### config.mk
export PLATFORM = sky130hd
export DESIGN_NAME = ex_pipeline
export DESIGN_NICKNAME = d
export VERILOG_FILES = /design/src/source/alu_pkg.sv /design/src/source/pipe_pkg.sv /design/src/source/alu.sv /design/src/source/forward_unit.sv /design/src/source/ex_stage.sv /design/src/source/pipe_reg.sv /design/src/source/ex_pipeline.sv
export VERILOG_INCLUDE_DIRS = /design/src /design/src/source
export SDC_FILE = /design/constraint.sdc
export NUM_CORES = 1
export LEC_CHECK = 0
export BUFFER_PORTS_ARGS = -buffer_cell sky130_fd_sc_hd__buf_2
export CAP_MARGIN = 20
export CELL_PAD_IN_SITES_DETAIL_PLACEMENT = 1
export CELL_PAD_IN_SITES_GLOBAL_PLACEMENT = 1
export CORE_MARGIN = 5
export CORE_UTILIZATION = 43
export CTS_CLUSTER_DIAMETER = 40
export DETAILED_ROUTE_END_ITERATION = 6
export PLACE_DENSITY = 0.86
export REMOVE_ABC_BUFFERS = 1
export SETUP_SLACK_MARGIN = 0.2
export SYNTH_ARGS = -nofsm -noshare
export SYNTH_HDL_FRONTEND = slang
export SYNTH_SLANG_ARGS = --single-unit
### constraint.sdc
create_clock -name clk -period 7.88 [get_ports clk]
set_input_delay 0.788 -clock clk [delete_from_list [all_inputs] [get_ports clk]]
set_output_delay 0.788 -clock clk [all_outputs]
set_load 0.02 [all_outputs]
### src/source/pipe_defs.svh
`ifndef PIPE_DEFS_SVH
`define PIPE_DEFS_SVH

//////////////////////////////////////////////////
// Core sizing
//////////////////////////////////////////////////

// Data path width in bits
`define WORD_SIZE 32

// Architectural integer registers
`define NUM_REGS 32

// Instruction memory depth in words
`define NUM_WORDS 1024

// Derived index widths
`define REG_SEL $clog2(`NUM_REGS)
`define ADDR_SIZE $clog2(`NUM_WORDS)

`endif

### src/source/alu_pkg.sv
package alu_pkg;

    //////////////////////////////////////////////////
    // ALU operation codes
    //////////////////////////////////////////////////

    // RV32I integer operations, shared by R and I forms
    typedef enum logic [3:0] {
        ADD  = 4'd0,
        SUB  = 4'd1,
        AND  = 4'd2,
        OR   = 4'd3,
        XOR  = 4'd4,
        SLL  = 4'd5,
        SRL  = 4'd6,
        SRA  = 4'd7,
        // Compares return 1 or 0
        SLT  = 4'd8,
        SLTU = 4'd9
    } alu_op_t;

    //////////////////////////////////////////////////
    // Operand forwarding select
    //////////////////////////////////////////////////

    // Source of an ALU operand
    typedef enum logic [1:0] {
        // Value read from the register file in decode
        FWD_REG = 2'd0,
        // Result sitting in EX/MEM
        FWD_MEM = 2'd1,
        // Data on the write-back bus
        FWD_WB  = 2'd2
    } fwd_sel_t;

endpackage

### src/source/pipe_pkg.sv
`include "pipe_defs.svh"

package pipe_pkg;

    import alu_pkg::*;

    //////////////////////////////////////////////////
    // ID/EX payload
    //////////////////////////////////////////////////

    // Decoded instruction entering execute
    typedef struct packed {
        logic                    valid;
        // PC of the next instruction, word address
        logic [`ADDR_SIZE-1:0]   pc;
        logic [`REG_SEL-1:0]     rs1;
        logic [`REG_SEL-1:0]     rs2;
        logic [`REG_SEL-1:0]     rd;
        // Register file read data
        logic [`WORD_SIZE-1:0]   data1;
        logic [`WORD_SIZE-1:0]   data2;
        logic [`WORD_SIZE-1:0]   immd;
        alu_op_t                 alu_op;
        // Use immd as ALU operand B
        logic                    alu_src;
        logic                    branch;
        logic                    jump;
        logic                    reg_write;
        logic                    mem_read;
        logic                    mem_write;
    } id_ex_t;

    //////////////////////////////////////////////////
    // EX/MEM payload
    //////////////////////////////////////////////////

    // Execute result handed to the memory stage
    typedef struct packed {
        logic                    valid;
        logic [`REG_SEL-1:0]     rd;
        // ALU output, also the memory address
        logic [`WORD_SIZE-1:0]   result;
        // Store data
        logic [`WORD_SIZE-1:0]   write_data;
        logic [`ADDR_SIZE-1:0]   branch_target;
        // Flag for the branch decision in MEM
        logic                    zero;
        logic                    branch;
        logic                    jump;
        logic                    reg_write;
        logic                    mem_read;
        logic                    mem_write;
    } ex_mem_t;

    // Write-back bus from the last stage
    typedef struct packed {
        logic                    reg_write;
        logic [`REG_SEL-1:0]     rd;
        logic [`WORD_SIZE-1:0]   data;
    } wb_bus_t;

endpackage

### src/source/alu.sv
`timescale 1ns/100ps

`include "pipe_defs.svh"

module alu
    import alu_pkg::*;
(
    input  alu_op_t                 alu_op,
    input  logic [`WORD_SIZE-1:0]   a,
    input  logic [`WORD_SIZE-1:0]   b,
    output logic [`WORD_SIZE-1:0]   result,
    output logic                    zero
);

    // Shift amount from the low bits of B
    logic [4:0] shamt;

    // Compare outcomes
    logic lt_signed;
    logic lt_unsigned;

    assign shamt       = b[4:0];
    assign lt_signed   = $signed(a) < $signed(b);
    assign lt_unsigned = a < b;

    //////////////////////////////////////////////////
    // Operation select
    //////////////////////////////////////////////////

    always_comb begin
        unique case (alu_op)
            ADD:  result = a + b;
            SUB:  result = a - b;
            AND:  result = a & b;
            OR:   result = a | b;
            XOR:  result = a ^ b;
            SLL:  result = a << shamt;
            SRL:  result = a >> shamt;
            // Arithmetic shift keeps the sign bit
            SRA:  result = $signed(a) >>> shamt;
            SLT: begin
                result    = '0;
                result[0] = lt_signed;
            end
            SLTU: begin
                result    = '0;
                result[0] = lt_unsigned;
            end
            // Unused encodings give zero
            default: result = '0;
        endcase
    end

    // All-zero result
    assign zero = (result == '0);

endmodule

### src/source/forward_unit.sv
`timescale 1ns/100ps

`include "pipe_defs.svh"

module forward_unit
    import alu_pkg::*;
    import pipe_pkg::*;
(
    input  logic [`REG_SEL-1:0] rs1,
    input  logic [`REG_SEL-1:0] rs2,
    input  ex_mem_t             ex_mem,
    input  wb_bus_t             wb,
    output fwd_sel_t            sel_forward1,
    output fwd_sel_t            sel_forward2
);

    // Producer qualifiers
    logic mem_writes;
    logic wb_writes;

    // EX/MEM only counts when it holds a real instruction
    assign mem_writes = ex_mem.valid && ex_mem.reg_write && (ex_mem.rd != '0);

    // x0 is never a forwarding source
    assign wb_writes = wb.reg_write && (wb.rd != '0);

    //////////////////////////////////////////////////
    // Operand 1
    //////////////////////////////////////////////////

    // Newer result in MEM wins over WB
    always_comb begin
        if (mem_writes && (ex_mem.rd == rs1)) begin
            sel_forward1 = FWD_MEM;
        end else if (wb_writes && (wb.rd == rs1)) begin
            sel_forward1 = FWD_WB;
        end else begin
            sel_forward1 = FWD_REG;
        end
    end

    //////////////////////////////////////////////////
    // Operand 2
    //////////////////////////////////////////////////

    always_comb begin
        if (mem_writes && (ex_mem.rd == rs2)) begin
            sel_forward2 = FWD_MEM;
        end else if (wb_writes && (wb.rd == rs2)) begin
            sel_forward2 = FWD_WB;
        end else begin
            sel_forward2 = FWD_REG;
        end
    end

endmodule

### src/source/ex_stage.sv
`timescale 1ns/100ps

`include "pipe_defs.svh"

module ex_stage
    import alu_pkg::*;
    import pipe_pkg::*;
(
    input  id_ex_t                  id_ex,
    input  logic [`WORD_SIZE-1:0]   mem_forward,
    input  logic [`WORD_SIZE-1:0]   wb_forward,
    input  fwd_sel_t                sel_forward1,
    input  fwd_sel_t                sel_forward2,
    output ex_mem_t                 ex_mem
);

    // Forwarded operands and ALU inputs
    logic [`WORD_SIZE-1:0] operand1;
    logic [`WORD_SIZE-1:0] operand2;
    logic [`WORD_SIZE-1:0] alu_b;
    logic [`WORD_SIZE-1:0] alu_result;
    logic                  alu_zero;

    // Immediate scaled to bytes
    logic [`WORD_SIZE-1:0] immd_scaled;

    //////////////////////////////////////////////////
    // Operand muxes
    //////////////////////////////////////////////////

    always_comb begin
        case (sel_forward1)
            FWD_MEM: operand1 = mem_forward;
            FWD_WB:  operand1 = wb_forward;
            default: operand1 = id_ex.data1;
        endcase
    end

    always_comb begin
        case (sel_forward2)
            FWD_MEM: operand2 = mem_forward;
            FWD_WB:  operand2 = wb_forward;
            default: operand2 = id_ex.data2;
        endcase
    end

    // Immediate replaces operand 2 on the B side
    assign alu_b = id_ex.alu_src ? id_ex.immd : operand2;

    alu u_alu (
        .alu_op (id_ex.alu_op),
        .a      (operand1),
        .b      (alu_b),
        .result (alu_result),
        .zero   (alu_zero)
    );

    assign immd_scaled = id_ex.immd << 2;

    //////////////////////////////////////////////////
    // Result packing
    //////////////////////////////////////////////////

    always_comb begin
        ex_mem            = '0;
        ex_mem.valid      = id_ex.valid;
        ex_mem.rd         = id_ex.rd;
        ex_mem.result     = alu_result;
        // Store data is the forwarded rs2
        ex_mem.write_data = operand2;
        // Target truncated to the PC width
        ex_mem.branch_target = (id_ex.branch || id_ex.jump)
                             ? id_ex.pc + immd_scaled[`ADDR_SIZE-1:0]
                             : id_ex.pc;
        // Compares report through bit 0
        ex_mem.zero = (id_ex.alu_op == SLT || id_ex.alu_op == SLTU)
                    ? alu_result[0] : alu_zero;
        ex_mem.branch    = id_ex.branch;
        ex_mem.jump      = id_ex.jump;
        ex_mem.reg_write = id_ex.reg_write;
        ex_mem.mem_read  = id_ex.mem_read;
        ex_mem.mem_write = id_ex.mem_write;
    end

endmodule

### src/source/pipe_reg.sv
`timescale 1ns/100ps

module pipe_reg #(
    // Stage payload
    parameter type payload_t = logic
) (
    input  logic     clk,
    input  logic     reset,
    // Hold the current contents
    input  logic     stall,
    // Replace the contents with a bubble
    input  logic     flush,
    input  payload_t d,
    output payload_t q
);

    //////////////////////////////////////////////////
    // Stage register
    //////////////////////////////////////////////////

    // Flush ranks above stall
    always_ff @(posedge clk) begin
        if (reset || flush) begin
            // All-zero payload is a bubble
            q <= '0;
        end else if (!stall) begin
            q <= d;
        end
    end

endmodule

### src/source/ex_pipeline.sv
`timescale 1ns/100ps

module ex_pipeline
    import alu_pkg::*;
    import pipe_pkg::*;
(
    input  logic    clk,
    input  logic    reset,
    // Pipeline control levels
    input  logic    stall,
    input  logic    flush,
    // Decoded instruction from ID
    input  id_ex_t  id_ex_in,
    // Write-back bus
    input  wb_bus_t wb_in,
    // Execute result toward MEM
    output ex_mem_t ex_mem_out
);

    // Registered decode payload
    id_ex_t   id_ex_q;

    // Unregistered execute result
    ex_mem_t  ex_mem_d;

    // Operand source selects
    fwd_sel_t sel_forward1;
    fwd_sel_t sel_forward2;

    //////////////////////////////////////////////////
    // ID/EX register
    //////////////////////////////////////////////////

    // Held while stalled, bubbled on flush
    pipe_reg #(
        .payload_t (id_ex_t)
    ) id_ex_reg (
        .clk   (clk),
        .reset (reset),
        .stall (stall),
        .flush (flush),
        .d     (id_ex_in),
        .q     (id_ex_q)
    );

    //////////////////////////////////////////////////
    // Execute
    //////////////////////////////////////////////////

    forward_unit u_forward_unit (
        .rs1          (id_ex_q.rs1),
        .rs2          (id_ex_q.rs2),
        .ex_mem       (ex_mem_out),
        .wb           (wb_in),
        .sel_forward1 (sel_forward1),
        .sel_forward2 (sel_forward2)
    );

    ex_stage u_ex_stage (
        .id_ex        (id_ex_q),
        .mem_forward  (ex_mem_out.result),
        .wb_forward   (wb_in.data),
        .sel_forward1 (sel_forward1),
        .sel_forward2 (sel_forward2),
        .ex_mem       (ex_mem_d)
    );

    //////////////////////////////////////////////////
    // EX/MEM register
    //////////////////////////////////////////////////

    // Stall cycles insert a bubble here instead of holding
    pipe_reg #(
        .payload_t (ex_mem_t)
    ) ex_mem_reg (
        .clk   (clk),
        .reset (reset),
        .stall (1'b0),
        .flush (stall),
        .d     (ex_mem_d),
        .q     (ex_mem_out)
    );

endmodule

======== Yosys cells after proc, flatten, opt, wreduce, memory -nomap -nowiden ========
Index checks and enable logic that the tools add are counted.
word-level totals
  logic and storage cells ................. 79
  input port bits ......................... 174
  bits in registers ....................... 218
cells by class
  muxes and demuxes ....................... 10
  equal/unequal tests ..................... 17
  reductions and logical operators ........ 15
  magnitude comparators ................... 2
  bitwise operators ....................... 3
  $add $sub $neg .......................... 3
  shift-type cells ........................ 3
operator list
  operator            number
  $pmux 32 s10        1
  $pmux 32 s2         2
  $lt 32x32->1        2
  $add 32x32->32      1
  $and 32x32->32      1
  $logic_not 32->1    1
  $mux 32             1
  $or 32x32->32       1
  $shl 32x5->32       1
  $shr 32x5->32       1
  $sshr 32x5->32      1
  $sub 32x32->32      1
  $xor 32x32->32      1
  $eq 5x5->1          4
  $eq 4x3->1 const B  4
  $add 10x10->10      1
  $mux 10             1
  $reduce_bool 5->1   2
  $eq 4x2->1 const B  2
  $eq 4x4->1 const B  2
  $mux 2              4
  $logic_and 1x1->1   7
  $eq 2x1->1 const B  2
  $eq 2x2->1 const B  2
  4 further kinds     7

======== Logic depth before layout (Yosys ltp) ========
  depth after elaboration ................. 12
  depth in mapped cells ................... 26
  depth with buffers taken out ............ 23

======== Cells and area by module ========
A second synthesis with hierarchy kept.
unflattened totals
  cell total of the unflattened synthesis .. 2512
  area, all modules ....................... 19951.6 um^2
by module, submodules not included
  module                 seq. area each (um^2)  area each (um^2)  cells each  times used
  alu                    0.0                    9754.4            1436        1
  pipe_reg (id_ex_reg)   2642.5                 4728.3            427         1
  pipe_reg (ex_mem_reg)  1721.7                 3069.2            279         1
  ex_stage               0.0                    2134.5            335         1
  forward_unit           0.0                    261.5             34          1
  ex_pipeline            0.0                    3.8               1           1

======== Worst setup path after synthesis ========
No wires, ideal clock.
  path kind ............................... input -> register
  from .................................... in wb_in[33] (netlist name)
  to ...................................... reg ex_mem_reg.q[5] (netlist name)
  setup time .............................. 59 ps
  stages .................................. 25
  slack ................................... 984 ps
  arrival ................................. 6837 ps
  path through ............................ buf_2 -> xor2_1 -> or4b_1 -> o21ai_1 -> a311oi_2 -> nor2_1 -> clkbuf_1 -> clkbuf_1 -> clkbuf_1 -> ha_1 -> clkbuf_1 -> a211oi_1 -> o21bai_1 -> o2111ai_1 -> or3b_1 -> o211a_1 -> nor3_2 -> o41ai_1 -> a221oi_1 -> nor2_1 -> or4_1 -> a31oi_1 -> nand3_1 -> a311oi_1 -> a41o_1
between the ends
  word-level cells in the longest chain between the ends .. 12
RTL lines
  what                                             RTL line            source
  start: declaration                               ex_pipeline.sv:15   input wb_bus_t wb_in,
  $reduce_bool 5->1                                forward_unit.sv:25  assign wb_writes = wb.reg_write && (wb.rd != '0);
  $logic_and 1x1->1                                forward_unit.sv:25
  $logic_and 1x1->1                                forward_unit.sv:49  end else if (wb_writes && (wb.rd == rs2)) begin
  $mux 2                                           forward_unit.sv:49
  $mux 2                                           forward_unit.sv:47  if (mem_writes && (ex_mem.rd == rs2)) begin
  $eq 2x2->1 / $eq 2x1->1 (equally long branches)  ex_stage.sv:40      case (sel_forward2)
  $pmux 32 s2                                      ex_stage.sv:40
  $mux 32                                          ex_stage.sv:48      assign alu_b = id_ex.alu_src ? id_ex.immd : operand2;
  $sub 32x32->32, or another cell as far along     alu.sv:33           SUB: result = a - b;
  $pmux 32 s10 (*)                                 alu.sv:31           unique case (alu_op)
  $logic_not 32->1                                 alu.sv:55           assign zero = (result == '0);
  $mux 1 (*)                                       ex_stage.sv:77      ? alu_result[0] : alu_zero;
  end signal: assignment                           pipe_reg.sv:25      q <= '0;
  end signal: assignment                           pipe_reg.sv:27      q <= d;
  end: declaration                                 pipe_reg.sv:14      output payload_t q
Every way passes the cells marked *; elsewhere a longest branch is shown, timed or not.
A chain may end at the register's enable or synchronous reset.

======== Worst setup path after layout ========
  from .................................... reg ex_mem_reg.q[82] (netlist name)
  to ...................................... reg ex_mem_reg.q[5] (netlist name)
between the ends
  word-level cells in the longest chain between the ends .. 11
RTL lines
  what                                             RTL line            source
  $reduce_bool 5->1                                forward_unit.sv:22  assign mem_writes = ex_mem.valid && ex_mem.reg_write && (ex_mem.rd != '0);
  $logic_and 1x1->1                                forward_unit.sv:22
  $logic_and 1x1->1                                forward_unit.sv:47
  $mux 2                                           forward_unit.sv:47
  $eq 2x2->1 / $eq 2x1->1 (equally long branches)  ex_stage.sv:40
  $pmux 32 s2                                      ex_stage.sv:40
  $mux 32                                          ex_stage.sv:48
  $sub 32x32->32, or another cell as far along     alu.sv:33
  $pmux 32 s10 (*)                                 alu.sv:31
  $logic_not 32->1                                 alu.sv:55
  $mux 1 (*)                                       ex_stage.sv:77
Marks and branches as above.

==> impl_metrics.toml <==
[clocking]
cts_tree = "done"
tritoncts_num_sinks = 218
cts.htree.levels = 2
clk_path_buf_depth = 3
reg_clk_slew_reported_paths_ns = 0.06
cts.root.buffer_cell = "sky130_fd_sc_hd__clkbuf_16"
clk_latency_ns = 0.58
cts_made_buffers = 36

[timing]
relSlewSlack_pct = 21.7
setup_viol = 0
fin_setup_tns_ns = 0
max_clock_freq_mhz = 132
finalHoldWorstSlack_ns = 0.454
hold_viol_final = 0
clock_skew_after_layout_ns = 0.0394
slew_violations = 0
timing.final.crit_share_pct = 95.9
post-route-min-period_ns = 7.56
setup_slack_ns = 0.324
timing_worst_slew_pin_value_ns = 1.16
rsz_0062_raised_after_global_routing = "no"

[setup_path]
arrival_ns = 8.07
end_kind = "flop"
timing.critical_path.fanout_max = 15
cpMaxStageDelayCell = "sky130_fd_sc_hd__nor4b_1"
critical_path.cell_chain = "xnor2_1, nand4_1, nor2_4, buf_4, o31a_4, nor2_4, fa_1, a211oi_1, o21bai_1, o2111ai_1, or3b_1, o211a_1, nor3_2, o31ai_1, xnor2_1, o22ai_1, nor4b_1, nor4bb_1, nand4_1, nor4_1, a41o_1"
timing.critical_path.slowest_cell_delay_ns = 0.61
timing.critical_path.from_type = "flop"
timing_worst_setup_path_type = "flop to flop"
critPathRequiredTime_ns = 8.39
path_delay_family = "simple AND/OR/NAND/NOR gates"
cp.buffers_inverters = 1

[place]
placed_area_um2 = 21200
gp_congestion = 1.06
dpl.cell_count = 3332
dpl.hpwl_um = 86200
port_buffers = 259
preCtsSetupSlack_ns = 0.228

[logic_synthesis]
synth.top_cells.by_count = "sky130_fd_sc_hd__nor2_1, sky130_fd_sc_hd__nand2_1, sky130_fd_sc_hd__dfxtp_1"
post_synth_instance_area_um2 = 18800
synthesis.yosys.warnings = 0
syn_area_cell_um2 = 7.37
synth.ff_latch_count = 218
synth_enable_flop_cells = 0
post_synth_main_area_contributors = "sky130_fd_sc_hd__dfxtp_1, sky130_fd_sc_hd__mux2i_1, sky130_fd_sc_hd__ha_1, sky130_fd_sc_hd__nor2_1, sky130_fd_sc_hd__nand2_1"
netlist-cell-type-count = 99
synth_top_area_share_pct = 23.3
post-synth-top-count-cell = "sky130_fd_sc_hd__nor2_1"
seq_area_frac_synth_pct = 23.3
netlist.top_cell.by_area = "sky130_fd_sc_hd__dfxtp_1"
synth_cells = 2548
postSynth.topFlopCell = "sky130_fd_sc_hd__dfxtp_1"
synthArstFlopShare_pct = 0

[floorplanning]
area_of_the_placeable_core_um2 = 43200
die_w_um = 219
start_util_pct = 43.5
floorplan.io_pins = 260
std_cell_rows = 76
fp.dieH_um = 219
die_area_um2 = 47900

[detailed_routing]
viasPerCell = 7.16
route.antenna.remaining_nets = 0
first_pass_iters = 5
total_number_of_vias = 24400
drc = 0
drt-wirelength-per-cell_um = 36.0
route.final.wire_length_um = 123000
drtIter0Drc = 3031

[finish]
post_route_cells_drive_above_1_share_pct = 19.2
final_design_area_no_fill_um2 = 22500
filler_cell_count = 5349
area_growth_pct = 19.7
fin_util_pct = 52.0
cell_count_final_fillers_out = 3403
fin_nets = 3068

[status]
run_status = "complete, no violations"

[min_path]
hp-class = "input port to flop"

[power]
p_per_area_nw_per_um2 = 172
power.static_leakage_nw = 9.57
vdd_drop_max_uv = 195
p_total_mw = 3.87

[grt]
grt_pass1_wl_um = 178000
groute.usage.overall_pct = 49.5
grt_start_max_net_pins = 83
first_global_vias = 25700
antenna_violations_before_repair = 6
grt_overflow_total = 0

[run]
max_cap_viol_count = 0
worst min-delay path, cell delays in order:
cell and delay, ns:
sky130_fd_sc_hd__buf_2 0.07, sky130_fd_sc_hd__mux2i_1 0.05, sky130_fd_sc_hd__nor2_1 0.07
logic make-up after synthesis:
logic type / count (synthesis) / share of synthesized area [%]
AO/OA/AOI/OAI: 751 / 27.1
XOR/XNOR: 34 / 1.59
adder cells (fa/ha/maj): 107 / 7.25
buffers and inverters: 291 / 6.19
flip-flops: 218 / 23.3
multiplexers: 197 / 11.1
AND/OR/NAND/NOR: 950 / 23.5
final timing paths:
path                     from         endpoint  slack (ns)  depth (start not counted)
max          ex_mem_reg.q[82]  ex_mem_reg.q[5]        0.32                         21
min              id_ex_in[63]  id_ex_reg.q[63]        0.45                          3
max reg2reg  ex_mem_reg.q[82]  ex_mem_reg.q[5]        0.32                         21
min reg2reg  id_ex_reg.q[121]  ex_mem_reg.q[6]        0.47                          1
routing by layer:
layer,track usage [%],vias to the layer above,share of wire (%)
li1,-,9848,-
met1,57.9,11900,36
met2,77.0,1970,44
met3,15.5,672,12
met4,34.6,6,8.7
met5,0,-,0.037
where the power goes:
part	switching (mW)	internal (mW)
Clock	0.674	1.02
Combinational	0.683	0.319
Sequential	0.0322	1.14
final cells by class:
class | count | area (um2) | area share [%]
Antenna cell | 4 | 10.0 | 0.0445
Clock buffer | 42 | 963 | 4.29
Clock inverter | 23 | 288 | 1.28
Inverter | 99 | 374 | 1.66
Multi-Input combinational cell | 2039 | 13400 | 59.5
Sequential cell | 218 | 4370 | 19.4
Tap cell | 585 | 732 | 3.26
Timing Repair Buffer | 393 | 2380 | 10.6
placed cells by master (no fill, tap or decap), types with 18 or more instances in the layout:
cell / netlist / layout
sky130_fd_sc_hd__o21ai_0: 162 / 162
sky130_fd_sc_hd__xnor2_1: 23 / 23
sky130_fd_sc_hd__o221ai_1: 22 / 22
sky130_fd_sc_hd__a21o_1: 18 / 18
sky130_fd_sc_hd__a211oi_1: 26 / 25
sky130_fd_sc_hd__o21ai_1: 26 / 26
sky130_fd_sc_hd__a31oi_1: 58 / 57
sky130_fd_sc_hd__o211ai_1: 43 / 43
sky130_fd_sc_hd__o2111ai_1: 18 / 18
sky130_fd_sc_hd__a21oi_1: 138 / 138
sky130_fd_sc_hd__nand2_1: 226 / 224
sky130_fd_sc_hd__clkbuf_16: 0 / 36
sky130_fd_sc_hd__mux2i_1: 171 / 171
sky130_fd_sc_hd__nand4_1: 19 / 19
sky130_fd_sc_hd__buf_4: 1 / 128
sky130_fd_sc_hd__ha_1: 104 / 104
sky130_fd_sc_hd__mux2_2: 19 / 19
sky130_fd_sc_hd__o21bai_1: 19 / 19
sky130_fd_sc_hd__nor3_1: 66 / 62
sky130_fd_sc_hd__nor2_1: 322 / 319
sky130_fd_sc_hd__a32oi_1: 19 / 19
sky130_fd_sc_hd__dfxtp_1: 218 / 217
sky130_fd_sc_hd__inv_1: 94 / 94
sky130_fd_sc_hd__buf_2: 32 / 259
sky130_fd_sc_hd__nand3_1: 142 / 142
sky130_fd_sc_hd__and2_1: 68 / 67
sequential cells by signal, indices dropped and copies added, names as in the netlist:
| name | count |
|---|---|
| id_ex_reg.q | 132 |
| ex_mem_reg.q | 86 |
repair_timing:
item / 4_1_cts / 5_1_grt
setup buffers: 0 / 0
hold buffers: 0 / 0
endpoints found under the setup margin: 0 / 2
resized for setup: 0 / 1
Power figures use the tool's default switching activity.
